### src/rtl/ooo_cfg_pkg.sv
// Size and width constants of the out-of-order core slice
`default_nettype none

package ooo_cfg_pkg;

    // Datapath
    parameter int XLEN          = 16;

    // Register counts
    parameter int ARCH_REG_NUM  = 8;            // Architectural registers
    parameter int PHY_REG_NUM   = 16;           // Physical registers

    // Buffer depths, powers of two so the pointers wrap on their own
    parameter int ROB_ENTRY_NUM = 8;
    parameter int IQ_ENTRY_NUM  = 4;            // Default, top level may override

    // Derived index widths
    parameter int ARCH_IDX_W    = $clog2(ARCH_REG_NUM);
    parameter int PHY_IDX_W     = $clog2(PHY_REG_NUM);
    parameter int ROB_IDX_W     = $clog2(ROB_ENTRY_NUM);

endpackage

`default_nettype wire

### src/rtl/ooo_types_pkg.sv
// Opcode encoding and the packed structs passed between pipeline stages
`default_nettype none

package ooo_types_pkg;

    import ooo_cfg_pkg::*;

    typedef enum logic [2:0] {
        OP_ADD = 3'd0,
        OP_SUB = 3'd1,
        OP_AND = 3'd2,
        OP_XOR = 3'd3,
        OP_LI  = 3'd4                           // Load immediate, no sources
    } alu_op_e;

    // Decoded instruction at the dispatch port
    typedef struct packed {
        alu_op_e                op;
        logic [ARCH_IDX_W-1:0]  rd;
        logic [ARCH_IDX_W-1:0]  rs1;
        logic [ARCH_IDX_W-1:0]  rs2;
        logic [XLEN-1:0]        imm;
    } dp_inst_t;

    // Rename result
    typedef struct packed {
        logic [PHY_IDX_W-1:0]   pd;             // New destination tag
        logic [PHY_IDX_W-1:0]   pd_old;         // Previous mapping of rd
        logic [PHY_IDX_W-1:0]   ps1;
        logic [PHY_IDX_W-1:0]   ps2;
    } rename_t;

    // One issue queue slot
    typedef struct packed {
        alu_op_e                op;
        logic [PHY_IDX_W-1:0]   ps1;
        logic                   ps1_rdy;
        logic [PHY_IDX_W-1:0]   ps2;
        logic                   ps2_rdy;
        logic [XLEN-1:0]        imm;
        logic [PHY_IDX_W-1:0]   pd;
        logic [ROB_IDX_W-1:0]   rob_idx;
    } iq_entry_t;

    // Issued operation with operand values
    typedef struct packed {
        logic                   valid;
        alu_op_e                op;
        logic [XLEN-1:0]        val_a;
        logic [XLEN-1:0]        val_b;
        logic [XLEN-1:0]        imm;
        logic [PHY_IDX_W-1:0]   pd;
        logic [ROB_IDX_W-1:0]   rob_idx;
    } fu_req_t;

    // Common result bus
    typedef struct packed {
        logic                   valid;
        logic [PHY_IDX_W-1:0]   tag;
        logic [ROB_IDX_W-1:0]   rob_idx;
        logic [XLEN-1:0]        value;
    } cdb_t;

    // Retire payload
    typedef struct packed {
        logic [ARCH_IDX_W-1:0]  rd;
        logic [XLEN-1:0]        value;
        logic [PHY_IDX_W-1:0]   freed_tag;      // Old tag of rd, back to the free list
    } retire_t;

endpackage

`default_nettype wire

### src/rtl/rename_unit.sv
// Register rename stage with the map table and a FIFO free list of physical tags
`default_nettype none
`timescale 1ns/1ps

module rename_unit (
    input  logic                                clk_i,
    input  logic                                rst_n_i,
    input  logic                                dp_accept_i,      // Dispatch accept strobe
    input  ooo_types_pkg::dp_inst_t             dp_inst_i,
    output logic                                free_avail_o,     // At least one free tag
    output ooo_types_pkg::rename_t              rename_o,
    input  logic                                release_valid_i,  // Retire frees a tag
    input  logic [ooo_cfg_pkg::PHY_IDX_W-1:0]   release_tag_i
);

    import ooo_cfg_pkg::*;
    import ooo_types_pkg::*;

    localparam int FL_NUM   = PHY_REG_NUM - ARCH_REG_NUM;
    localparam int FL_IDX_W = $clog2(FL_NUM);

    logic [PHY_IDX_W-1:0]   map_q [ARCH_REG_NUM];       // Speculative map table
    logic [PHY_IDX_W-1:0]   fl_q  [FL_NUM];             // Free tag ring
    logic [FL_IDX_W-1:0]    head_q;                     // Next tag to hand out
    logic [FL_IDX_W-1:0]    tail_q;                     // Next slot for a freed tag
    logic [FL_IDX_W:0]      cnt_q;

    // ------------------------------------------------------------
    // Lookup
    // ------------------------------------------------------------
    // Sources read the table before this instruction's own update,
    // so reading rd yields the older producer
    always_comb begin
        rename_o.pd     = fl_q[head_q];
        rename_o.pd_old = map_q[dp_inst_i.rd];
        rename_o.ps1    = map_q[dp_inst_i.rs1];
        rename_o.ps2    = map_q[dp_inst_i.rs2];
    end

    assign free_avail_o = (cnt_q != '0);

    // ------------------------------------------------------------
    // Table and free list update
    // ------------------------------------------------------------
    always_ff @(posedge clk_i or negedge rst_n_i) begin
        if (!rst_n_i) begin
            for (int r = 0; r < ARCH_REG_NUM; r++) begin
                map_q[r] <= PHY_IDX_W'(r);                  // Identity mapping
            end
            for (int f = 0; f < FL_NUM; f++) begin
                fl_q[f] <= PHY_IDX_W'(ARCH_REG_NUM + f);    // Upper tags start free
            end
            head_q <= '0;
            tail_q <= '0;
            cnt_q  <= (FL_IDX_W+1)'(FL_NUM);
        end else begin
            if (dp_accept_i) begin
                map_q[dp_inst_i.rd] <= fl_q[head_q];
                head_q              <= head_q + 1'b1;       // Wraps at FL_NUM
            end
            if (release_valid_i) begin
                fl_q[tail_q] <= release_tag_i;
                tail_q       <= tail_q + 1'b1;
            end
            unique case ({dp_accept_i, release_valid_i})
                2'b10:   cnt_q <= cnt_q - 1'b1;
                2'b01:   cnt_q <= cnt_q + 1'b1;
                default: cnt_q <= cnt_q;                    // Both or neither
            endcase
        end
    end

    // Dispatch must never pop an empty free list
    a_no_pop_empty: assert property (
        @(posedge clk_i) disable iff (!rst_n_i) dp_accept_i |-> free_avail_o
    ) else $error("rename_unit pop while free list empty");

endmodule

`default_nettype wire

### src/rtl/reorder_buffer.sv
// Circular reorder buffer completing from the result bus and retiring in order
`default_nettype none
`timescale 1ns/1ps

module reorder_buffer (
    input  logic                                clk_i,
    input  logic                                rst_n_i,
    input  logic                                dp_accept_i,
    input  logic [ooo_cfg_pkg::ARCH_IDX_W-1:0]  dp_rd_i,
    input  logic [ooo_cfg_pkg::PHY_IDX_W-1:0]   prev_tag_i,       // Tag freed at retire
    output logic                                space_o,
    output logic [ooo_cfg_pkg::ROB_IDX_W-1:0]   tail_idx_o,       // Index of the new entry
    input  ooo_types_pkg::cdb_t                 cdb_i,
    output logic                                retire_valid_o,
    output ooo_types_pkg::retire_t              retire_o,
    input  logic                                retire_ready_i
);

    import ooo_cfg_pkg::*;
    import ooo_types_pkg::*;

    // Entry payload
    logic [ARCH_IDX_W-1:0]      rd_q   [ROB_ENTRY_NUM];
    logic [PHY_IDX_W-1:0]       prev_q [ROB_ENTRY_NUM];
    logic [XLEN-1:0]            val_q  [ROB_ENTRY_NUM];

    // Entry state and pointers
    logic [ROB_ENTRY_NUM-1:0]   vld_q;
    logic [ROB_ENTRY_NUM-1:0]   done_q;
    logic [ROB_IDX_W-1:0]       head_q;
    logic [ROB_IDX_W-1:0]       tail_q;
    logic [ROB_IDX_W:0]         cnt_q;
    logic                       retire_fire;

    assign space_o        = (cnt_q != (ROB_IDX_W+1)'(ROB_ENTRY_NUM));
    assign tail_idx_o     = tail_q;
    assign retire_valid_o = vld_q[head_q] & done_q[head_q];   // Only a finished head leaves
    assign retire_fire    = retire_valid_o & retire_ready_i;

    always_comb begin
        retire_o.rd        = rd_q[head_q];
        retire_o.value     = val_q[head_q];
        retire_o.freed_tag = prev_q[head_q];
    end

    // Entry payload from dispatch and the result bus
    always_ff @(posedge clk_i) begin
        if (dp_accept_i) begin
            rd_q[tail_q]   <= dp_rd_i;
            prev_q[tail_q] <= prev_tag_i;
        end
        if (cdb_i.valid) begin
            val_q[cdb_i.rob_idx] <= cdb_i.value;
        end
    end

    // ------------------------------------------------------------
    // Control state
    // ------------------------------------------------------------
    always_ff @(posedge clk_i or negedge rst_n_i) begin
        if (!rst_n_i) begin
            vld_q  <= '0;
            done_q <= '0;
            head_q <= '0;
            tail_q <= '0;
            cnt_q  <= '0;
        end else begin
            if (cdb_i.valid) done_q[cdb_i.rob_idx] <= 1'b1;     // Complete
            if (retire_fire) begin
                vld_q[head_q] <= 1'b0;
                head_q        <= head_q + 1'b1;
            end
            if (dp_accept_i) begin                             // Never the head slot when full
                vld_q[tail_q]  <= 1'b1;
                done_q[tail_q] <= 1'b0;
                tail_q         <= tail_q + 1'b1;
            end
            unique case ({dp_accept_i, retire_fire})
                2'b10:   cnt_q <= cnt_q + 1'b1;
                2'b01:   cnt_q <= cnt_q - 1'b1;
                default: cnt_q <= cnt_q;
            endcase
        end
    end

    // Result bus may only target a live entry
    a_cdb_to_live: assert property (
        @(posedge clk_i) disable iff (!rst_n_i) cdb_i.valid |-> vld_q[cdb_i.rob_idx]
    ) else $error("reorder_buffer result for empty entry");

endmodule

`default_nettype wire

### src/rtl/phys_reg_file.sv
// Physical register file with ready bits, dispatch lookup and issue read ports
`default_nettype none
`timescale 1ns/1ps

module phys_reg_file (
    input  logic                                    clk_i,
    input  logic                                    rst_n_i,
    input  logic [1:0][ooo_cfg_pkg::PHY_IDX_W-1:0]  lookup_tags_i,    // Source tags at dispatch
    output logic [1:0]                              lookup_ready_o,
    input  logic                                    alloc_valid_i,
    input  logic [ooo_cfg_pkg::PHY_IDX_W-1:0]       alloc_tag_i,
    input  logic [ooo_cfg_pkg::PHY_IDX_W-1:0]       rd_tag_a_i,
    input  logic [ooo_cfg_pkg::PHY_IDX_W-1:0]       rd_tag_b_i,
    output logic [ooo_cfg_pkg::XLEN-1:0]            rd_val_a_o,
    output logic [ooo_cfg_pkg::XLEN-1:0]            rd_val_b_o,
    input  ooo_types_pkg::cdb_t                     cdb_i
);

    import ooo_cfg_pkg::*;
    import ooo_types_pkg::*;

    logic [XLEN-1:0]        val_q [PHY_REG_NUM];
    logic [PHY_REG_NUM-1:0] rdy_q;

    // Combinational reads
    assign lookup_ready_o[0] = rdy_q[lookup_tags_i[0]];
    assign lookup_ready_o[1] = rdy_q[lookup_tags_i[1]];
    assign rd_val_a_o        = val_q[rd_tag_a_i];
    assign rd_val_b_o        = val_q[rd_tag_b_i];

    always_ff @(posedge clk_i or negedge rst_n_i) begin
        if (!rst_n_i) begin
            for (int t = 0; t < PHY_REG_NUM; t++) begin
                val_q[t] <= '0;
                rdy_q[t] <= (t < ARCH_REG_NUM);     // Initial mappings hold zero
            end
        end else begin
            if (cdb_i.valid) begin
                val_q[cdb_i.tag] <= cdb_i.value;
                rdy_q[cdb_i.tag] <= 1'b1;
            end
            if (alloc_valid_i) rdy_q[alloc_tag_i] <= 1'b0;  // Fresh tag, never the bus tag
        end
    end

    // A tag is written once per allocation
    a_single_write: assert property (
        @(posedge clk_i) disable iff (!rst_n_i) cdb_i.valid |-> !rdy_q[cdb_i.tag]
    ) else $error("phys_reg_file write to tag already ready");

endmodule

`default_nettype wire

### src/rtl/issue_queue.sv
// Issue queue with result bus wakeup and lowest-index ready select
`default_nettype none
`timescale 1ns/1ps

module issue_queue #(
    parameter int IQ_DEPTH = ooo_cfg_pkg::IQ_ENTRY_NUM
) (
    input  logic                                clk_i,
    input  logic                                rst_n_i,
    input  logic                                dp_accept_i,
    input  ooo_types_pkg::rename_t              rename_i,
    input  ooo_types_pkg::dp_inst_t             dp_inst_i,
    input  logic [1:0]                          src_ready_i,      // From register file lookup
    input  logic [ooo_cfg_pkg::ROB_IDX_W-1:0]   rob_idx_i,
    output logic                                space_o,
    input  ooo_types_pkg::cdb_t                 cdb_i,
    output logic [ooo_cfg_pkg::PHY_IDX_W-1:0]   rd_tag_a_o,
    output logic [ooo_cfg_pkg::PHY_IDX_W-1:0]   rd_tag_b_o,
    input  logic [ooo_cfg_pkg::XLEN-1:0]        rd_val_a_i,
    input  logic [ooo_cfg_pkg::XLEN-1:0]        rd_val_b_i,
    output ooo_types_pkg::fu_req_t              fu_req_o
);

    import ooo_cfg_pkg::*;
    import ooo_types_pkg::*;

    localparam int IDX_W = (IQ_DEPTH > 1) ? $clog2(IQ_DEPTH) : 1;

    iq_entry_t              q_q [IQ_DEPTH];
    logic [IQ_DEPTH-1:0]    vld_q;
    iq_entry_t              new_ent;
    logic [IDX_W-1:0]       ins_idx;            // Lowest free slot
    logic [IDX_W-1:0]       iss_idx;            // Lowest ready slot
    logic                   iss_vld;
    logic                   is_li;

    assign space_o = |(~vld_q);
    assign is_li   = (dp_inst_i.op == OP_LI);

    // New slot, same-cycle bus result folded into the ready bits
    always_comb begin
        new_ent.op      = dp_inst_i.op;
        new_ent.ps1     = rename_i.ps1;
        new_ent.ps1_rdy = is_li | src_ready_i[0] | (cdb_i.valid && cdb_i.tag == rename_i.ps1);
        new_ent.ps2     = rename_i.ps2;
        new_ent.ps2_rdy = is_li | src_ready_i[1] | (cdb_i.valid && cdb_i.tag == rename_i.ps2);
        new_ent.imm     = dp_inst_i.imm;
        new_ent.pd      = rename_i.pd;
        new_ent.rob_idx = rob_idx_i;
    end

    // ------------------------------------------------------------
    // Slot search, descending loops so the lowest index wins
    // ------------------------------------------------------------
    always_comb begin
        ins_idx = '0;
        iss_idx = '0;
        iss_vld = 1'b0;
        for (int i = IQ_DEPTH - 1; i >= 0; i--) begin
            if (!vld_q[i]) ins_idx = IDX_W'(i);
            if (vld_q[i] && q_q[i].ps1_rdy && q_q[i].ps2_rdy) begin
                iss_idx = IDX_W'(i);
                iss_vld = 1'b1;
            end
        end
    end

    // Operand read and request
    assign rd_tag_a_o = q_q[iss_idx].ps1;
    assign rd_tag_b_o = q_q[iss_idx].ps2;

    always_comb begin
        fu_req_o.valid   = iss_vld;
        fu_req_o.op      = q_q[iss_idx].op;
        fu_req_o.val_a   = rd_val_a_i;
        fu_req_o.val_b   = rd_val_b_i;
        fu_req_o.imm     = q_q[iss_idx].imm;
        fu_req_o.pd      = q_q[iss_idx].pd;
        fu_req_o.rob_idx = q_q[iss_idx].rob_idx;
    end

    // Slot payload with wakeup
    always_ff @(posedge clk_i) begin
        for (int i = 0; i < IQ_DEPTH; i++) begin
            if (cdb_i.valid && q_q[i].ps1 == cdb_i.tag) q_q[i].ps1_rdy <= 1'b1;
            if (cdb_i.valid && q_q[i].ps2 == cdb_i.tag) q_q[i].ps2_rdy <= 1'b1;
        end
        if (dp_accept_i) q_q[ins_idx] <= new_ent;         // Free slot, never woken above
    end

    always_ff @(posedge clk_i or negedge rst_n_i) begin
        if (!rst_n_i) begin
            vld_q <= '0;
        end else begin
            if (iss_vld)     vld_q[iss_idx] <= 1'b0;        // Issue frees the slot
            if (dp_accept_i) vld_q[ins_idx] <= 1'b1;
        end
    end

    // Core accept must respect queue space
    a_no_insert_full: assert property (
        @(posedge clk_i) disable iff (!rst_n_i) dp_accept_i |-> space_o
    ) else $error("issue_queue insert while full");

endmodule

`default_nettype wire

### src/rtl/alu_unit.sv
// Single-cycle integer ALU driving the registered result bus
`default_nettype none
`timescale 1ns/1ps

module alu_unit (
    input  logic                    clk_i,
    input  logic                    rst_n_i,
    input  ooo_types_pkg::fu_req_t  fu_req_i,
    output ooo_types_pkg::cdb_t     cdb_o
);

    import ooo_types_pkg::*;

    cdb_t res_d;
    cdb_t res_q;                        // Payload register
    logic vld_q;

    always_comb begin
        res_d.valid   = fu_req_i.valid;
        res_d.tag     = fu_req_i.pd;
        res_d.rob_idx = fu_req_i.rob_idx;
        unique case (fu_req_i.op)
            OP_ADD:  res_d.value = fu_req_i.val_a + fu_req_i.val_b;   // Wraps at 2^16
            OP_SUB:  res_d.value = fu_req_i.val_a - fu_req_i.val_b;
            OP_AND:  res_d.value = fu_req_i.val_a & fu_req_i.val_b;
            OP_XOR:  res_d.value = fu_req_i.val_a ^ fu_req_i.val_b;
            OP_LI:   res_d.value = fu_req_i.imm;
            default: res_d.value = '0;
        endcase
    end

    always_ff @(posedge clk_i or negedge rst_n_i) begin
        if (!rst_n_i) vld_q <= 1'b0;
        else          vld_q <= res_d.valid;
    end

    always_ff @(posedge clk_i) res_q <= res_d;

    // Bus valid comes from the reset flop
    always_comb begin
        cdb_o       = res_q;
        cdb_o.valid = vld_q;
    end

endmodule

`default_nettype wire

### src/rtl/ooo_core.sv
// Top level of the out-of-order core slice joining rename, ROB, PRF, issue queue and ALU
`default_nettype none
`timescale 1ns/1ps

module ooo_core #(
    parameter int IQ_DEPTH = ooo_cfg_pkg::IQ_ENTRY_NUM
) (
    input  logic                        clk_i,
    input  logic                        rst_n_i,
    input  logic                        inst_valid_i,
    input  ooo_types_pkg::dp_inst_t     inst_i,
    output logic                        inst_ready_o,
    output logic                        retire_valid_o,
    output ooo_types_pkg::retire_t      retire_o,
    input  logic                        retire_ready_i
);

    import ooo_cfg_pkg::*;
    import ooo_types_pkg::*;

    rename_t                rn;
    cdb_t                   cdb;
    fu_req_t                fu_req;
    logic                   free_avail;
    logic                   rob_space;
    logic                   iq_space;
    logic                   dp_accept;
    logic [1:0]             src_rdy;
    logic [ROB_IDX_W-1:0]   rob_tail;
    logic [PHY_IDX_W-1:0]   rd_tag_a;
    logic [PHY_IDX_W-1:0]   rd_tag_b;
    logic [XLEN-1:0]        rd_val_a;
    logic [XLEN-1:0]        rd_val_b;
    logic                   release_valid;

    // ------------------------------------------------------------
    // Dispatch handshake, one accept shared by every stage
    // ------------------------------------------------------------
    assign inst_ready_o  = free_avail & rob_space & iq_space;
    assign dp_accept     = inst_valid_i & inst_ready_o;
    assign release_valid = retire_valid_o & retire_ready_i;     // Old tag goes back

    rename_unit u_rename (
        .clk_i           (clk_i),
        .rst_n_i         (rst_n_i),
        .dp_accept_i     (dp_accept),
        .dp_inst_i       (inst_i),
        .free_avail_o    (free_avail),
        .rename_o        (rn),
        .release_valid_i (release_valid),
        .release_tag_i   (retire_o.freed_tag)
    );

    reorder_buffer u_rob (
        .clk_i          (clk_i),
        .rst_n_i        (rst_n_i),
        .dp_accept_i    (dp_accept),
        .dp_rd_i        (inst_i.rd),
        .prev_tag_i     (rn.pd_old),
        .space_o        (rob_space),
        .tail_idx_o     (rob_tail),
        .cdb_i          (cdb),
        .retire_valid_o (retire_valid_o),
        .retire_o       (retire_o),
        .retire_ready_i (retire_ready_i)
    );

    phys_reg_file u_prf (
        .clk_i          (clk_i),
        .rst_n_i        (rst_n_i),
        .lookup_tags_i  ({rn.ps2, rn.ps1}),
        .lookup_ready_o (src_rdy),
        .alloc_valid_i  (dp_accept),
        .alloc_tag_i    (rn.pd),
        .rd_tag_a_i     (rd_tag_a),
        .rd_tag_b_i     (rd_tag_b),
        .rd_val_a_o     (rd_val_a),
        .rd_val_b_o     (rd_val_b),
        .cdb_i          (cdb)
    );

    issue_queue #(
        .IQ_DEPTH (IQ_DEPTH)
    ) u_iq (
        .clk_i       (clk_i),
        .rst_n_i     (rst_n_i),
        .dp_accept_i (dp_accept),
        .rename_i    (rn),
        .dp_inst_i   (inst_i),
        .src_ready_i (src_rdy),
        .rob_idx_i   (rob_tail),
        .space_o     (iq_space),
        .cdb_i       (cdb),
        .rd_tag_a_o  (rd_tag_a),
        .rd_tag_b_o  (rd_tag_b),
        .rd_val_a_i  (rd_val_a),
        .rd_val_b_i  (rd_val_b),
        .fu_req_o    (fu_req)
    );

    // Result bus fans out to PRF, issue queue and ROB
    alu_unit u_alu (
        .clk_i    (clk_i),
        .rst_n_i  (rst_n_i),
        .fu_req_i (fu_req),
        .cdb_o    (cdb)
    );

endmodule

`default_nettype wire

### config.mk
export PLATFORM = sky130hd
export DESIGN_NAME = ooo_core
export DESIGN_NICKNAME = d
export VERILOG_FILES = /design/src/rtl/ooo_cfg_pkg.sv /design/src/rtl/ooo_types_pkg.sv /design/src/rtl/rename_unit.sv /design/src/rtl/reorder_buffer.sv /design/src/rtl/phys_reg_file.sv /design/src/rtl/issue_queue.sv /design/src/rtl/alu_unit.sv /design/src/rtl/ooo_core.sv
export SDC_FILE = /design/constraint.sdc
export NUM_CORES = 1
export LEC_CHECK = 0
export BUFFER_PORTS_ARGS = -buffer_cell sky130_fd_sc_hd__buf_2
export CAP_MARGIN = 20
export CORE_MARGIN = 2
export CORE_UTILIZATION = 50
export DETAILED_ROUTE_END_ITERATION = 7
export PLACE_DENSITY = 0.68
export SLEW_MARGIN = 30
export SYNTH_ARGS = -nofsm -noshare
export SYNTH_HDL_FRONTEND = slang
export SYNTH_SLANG_ARGS = --single-unit
export TNS_END_PERCENT = 30
### constraint.sdc
create_clock -name clk_i -period 6.9 [get_ports clk_i]
set_input_delay 0.69 -clock clk_i [delete_from_list [all_inputs] [get_ports clk_i]]
set_output_delay 0.69 -clock clk_i [all_outputs]
set_load 0.01 [all_outputs]
==> summary.md <==
| Metric | Value |
|---|---|
| Status | `finished, final reports clean` |
| Fin area | `39800 sq um` |
| Die H | `approximately 270 um` |
| CTS-repair resized insts | `0` |
| Number of routed nets with antenna violations | `0` |
| CP startpoint | `u_iq.vld_q[1]` |
| Final WL | `just under 100000 um` |
| CTS tree | `done` |
| Sequential share of the synthesized area | `55.6%` |
| Total grt overflow | `0` |
| Final Cycle Share | `between 90 and 100%` |
| Clock power frac | `a little under half` |
| Pin count of the biggest net entering global routing | `roughly 160` |
| CTS Root Cell | `clkbuf_16` |
| Area grow syn2layout | `12.3%` |
| Number of I/O port buffers | `56` |
| Max_slew headroom | `32.2%` |
| Rows | `97` |
| Top-area cell type share of the netlist area | `27.1%` |
| Post-synth top flop | `dfrtp_1` |
| DR vias | `about 25000` |
| Skew final | `0.0484 ns` |
| Die W | `between 200 and 300 um` |
| Gr usage total | `26.3%` |
| Max H-tree Level | `3` |
| Switching portion of total power | `21.8%` |
| Final net count | `around 2900` |
| Critical path class | `flop to flop` |
| Syn Inst Count | `2813` |
| GPL Wtd Cong | `slightly below 0.9` |
| Worst hold path type | `primary input to asynchronous set/reset pin` |
| Syn_area_per_cell | `12.6 sq um` |
| Leakage dissipation | `15.9 nW` |
| Post-CTS Hold Buffers | `0` |
| Final Hold Viols | `0` |
| Ratio of cells with drive above 1 in the final layout | `26.3%` |
| FF-to-FF Start | `u_iq.vld_q[1]` |
| Crit-path slowest cell | `o221a_4` |
| Die area | `73000 sq um` |
| RSZ-0062 raised after global routing | `no` |
| Buffer count from post-CTS setup fixing | `0` |
| Post-Place Cell Area | `37100 sq um` |
| Cts bufs inserted | `78` |
| Worst-path maximum fanout | `44` |
| Final core utilization | `between 50% and 60%` |
| Area contributors post-synth | `edfxtp_1 (27%), dfrtp_1 (24%), mux2_2 (10%)` |
| Initial antenna violation count | `6` |
| Async set or reset register ratio after synthesis | `51.8%` |
| Initial Utilization | `50.5%` |
| Largest area contributor in the netlist | `edfxtp_1` |
| Worst IR Drop VDD | `188 uV` |
| Sequence of cells on the critical path | `and3_4 -> o41a_1 -> o221a_4 -> buf_12 -> mux2i_1 -> a22oi_1 -> o2111ai_2 -> nand4_1 -> nor3_2 -> a21oi_1 -> xnor2_1 -> ha_1 -> and2_1 -> o21ai_0 -> a31oi_1 -> a31oi_1 -> o21ai_0 -> a2111oi_1 -> a311o_1 -> a211o_1` |
| Final TNS setup | `0 ns` |
| Avg WL per Cell | `25.2 um` |
| Count of different cell masters after synthesis | `84` |
| Critical path endpoint category | `flop` |
| First-iteration detailed-routing DRC count | `2745` |
| Max Freq | `155 MHz` |
| TritonRoute pass-1 iters | `8` |
| Final HPWL DP | `62200 um` |
| DR vias/cell | `6.37` |
| Top cells by count, synth | `dfrtp_1 (336), edfxtp_1 (320), mux2_2 (317)` |
| Clock Path Buffers | `3` |
| Yosys warning count | `0` |
| Hold slack | `0.0739 ns` |
| Worst Tran Pin Value | `0.989 ns` |
| Final Setup Violations | `0` |
| Clk_lat worst skew | `roughly 0.66 ns` |
| Power Density | `227 nW/um^2` |
| Clock transition at the registers of the reported paths | `0.06 ns` |
| Worst setup SP type | `flop` |
| CP required | `7.39 ns` |
| FILL cells | `5645` |
| CP peak stage delay | `a little over 0.6 ns` |
| Combinational share of power | `2.2%` |
| Internal | `7.07 mW` |
| Clock sink count | `728` |
| First-pass GRT wire length | `149000 um` |
| Vias in the first global route | `24682` |
| Max-Cap Viols | `0` |
| # DRC | `0` |
| Crit path arrival time | `just under 7 ns` |
| Top-count cell post-synth | `dfrtp_1` |
| Switching power | `about 2.0 mW` |
| Core area | `70100 sq um` |
| # IOs | `57` |
| Mapped cell area | `between 30000 and 40000 sq um` |
| Sequential share of power | `between 50% and 60%` |
| Final Max Slew Viols | `0` |
| Register bit count reported by yosys | `728` |
| Fin crit period | `6.44 ns` |
| Number of synthesized flops with an enable pin | `320` |
| Post-synth net total | `2889` |
==> critical path, delay by kind of cell, from the launching register on <==
| family | cells | cell delay, ns |
|---|---|---|
| AO/OA/AOI/OAI | 12 | 3.42 |
| XOR/XNOR | 1 | 0.15 |
| adder cells (fa/ha/maj) | 1 | 0.35 |
| buffers and inverters | 1 | 0.35 |
| flip-flops | 1 | 0.58 |
| multiplexers | 1 | 0.24 |
| AND/OR/NAND/NOR | 4 | 1.20 |
==> state kept, by name, summed over array words and instances (netlist names) <==
signal	flops
u_alu.cdb_o	23
u_alu.vld_q	1
u_iq.q_q	144
u_iq.vld_q	4
u_prf.rdy_q	16
u_prf.val_q	256
u_rename.cnt_q	4
u_rename.fl_q	32
u_rename.head_q	3
u_rename.map_q	32
u_rename.tail_q	3
u_rob.cnt_q	4
u_rob.done_q	8
u_rob.head_q	3
u_rob.prev_q	32
u_rob.rd_q	24
u_rob.tail_idx_o	3
u_rob.val_q	128
u_rob.vld_q	8
==> metrics by stage <==
step                      setup WS [ns]  total power, mW  instances
after floorplan                    1.54             4.78       2813
after detailed placement          0.377             4.88       3702
after CTS                         0.360             9.10       3847
after global placement            0.604             4.87       3700
after global routing             0.0279             9.32       3851
final                             0.455             9.03       3851
==> layer usage <==
metal | wire, um | global-route usage [%] | share of wire, % | up-vias
li1 | - | - | - | 10681
met1 | 41000 | 36.1 | 42 | 12550
met2 | 45500 | 42.1 | 47 | 1081
met3 | 6850 | 4.05 | 7.1 | 219
met4 | 3700 | 10.8 | 3.8 | 4
met5 | 24 | 0 | 0.025 | -
==> path summary, 6_finish.rpt <==
check                                   to  slack, ns  depth (start not counted)
setup / recovery           u_alu.cdb_o[15]       0.46                         20
hold reg to reg            u_alu.cdb_o[22]       0.44                          2
hold / removal             u_prf.val_q[76]       0.07                          1
min in group clk_i         u_iq.q_q[1][18]       0.27                          1
max in group asynchronous  u_prf.val_q[19]       5.43                          2
setup reg to reg           u_alu.cdb_o[15]       0.46                         20
==> layout make-up <==
class | count | area (sq um) | area share (%)
clock buffer | 105 | 2160 | 5.44
inverter | 36 | 135 | 0.340
timing repair buffer | 143 | 1050 | 2.64
sequential | 728 | 19700 | 49.6
multi-input combinational | 1857 | 15100 | 37.9
tap | 940 | 1180 | 2.96
antenna | 2 | 5.00 | 0.0126
clock inverter | 40 | 469 | 1.18
==> power by group through the flow <==
stage / combinational [mW] / sequential [mW] / clock [mW]
floorplan: 0.112 / 4.66 / 0
global placement: 0.189 / 4.68 / 0
detailed placement: 0.197 / 4.68 / 0
CTS: 0.198 / 4.60 / 4.30
global route: 0.222 / 4.60 / 4.49
finish: 0.199 / 4.60 / 4.23
==> cell usage in the layout, fill, tap and decap left out, drive strengths merged, types with 26 or more instances in the layout <==
| cell | Yosys | routed |
|---|---|---|
| nand3 | 52 | 52 |
| a222oi | 26 | 26 |
| a21boi | 34 | 34 |
| o211ai | 28 | 28 |
| dfstp | 41 | 41 |
| o21ai | 70 | 70 |
| xnor2 | 44 | 44 |
| buf | 58 | 143 |
| nor2 | 170 | 170 |
| mux4 | 77 | 77 |
| and2 | 40 | 40 |
| a31oi | 43 | 43 |
| a221oi | 31 | 31 |
| a311oi | 26 | 26 |
| a211oi | 61 | 61 |
| nor3 | 36 | 36 |
| edfxtp | 320 | 320 |
| a21oi | 105 | 105 |
| clkbuf | 135 | 105 |
| ha | 41 | 41 |
| clkinv | 0 | 27 |
| xor2 | 38 | 38 |
| dfxtp | 31 | 31 |
| dfrtp | 336 | 336 |
| nand2 | 289 | 289 |
| mux2i | 135 | 135 |
| mux2 | 317 | 317 |
| inv | 36 | 40 |
==> logic make-up after synthesis <==
group           share of synthesized area, %
buf+inv                                 2.65
simple gates                            8.67
compound gates                          10.6
mux                                     18.8
flops                                   55.6
fa+ha+maj                               1.62
xor+xnor                                2.03
(Power assumes the default switching activity.)
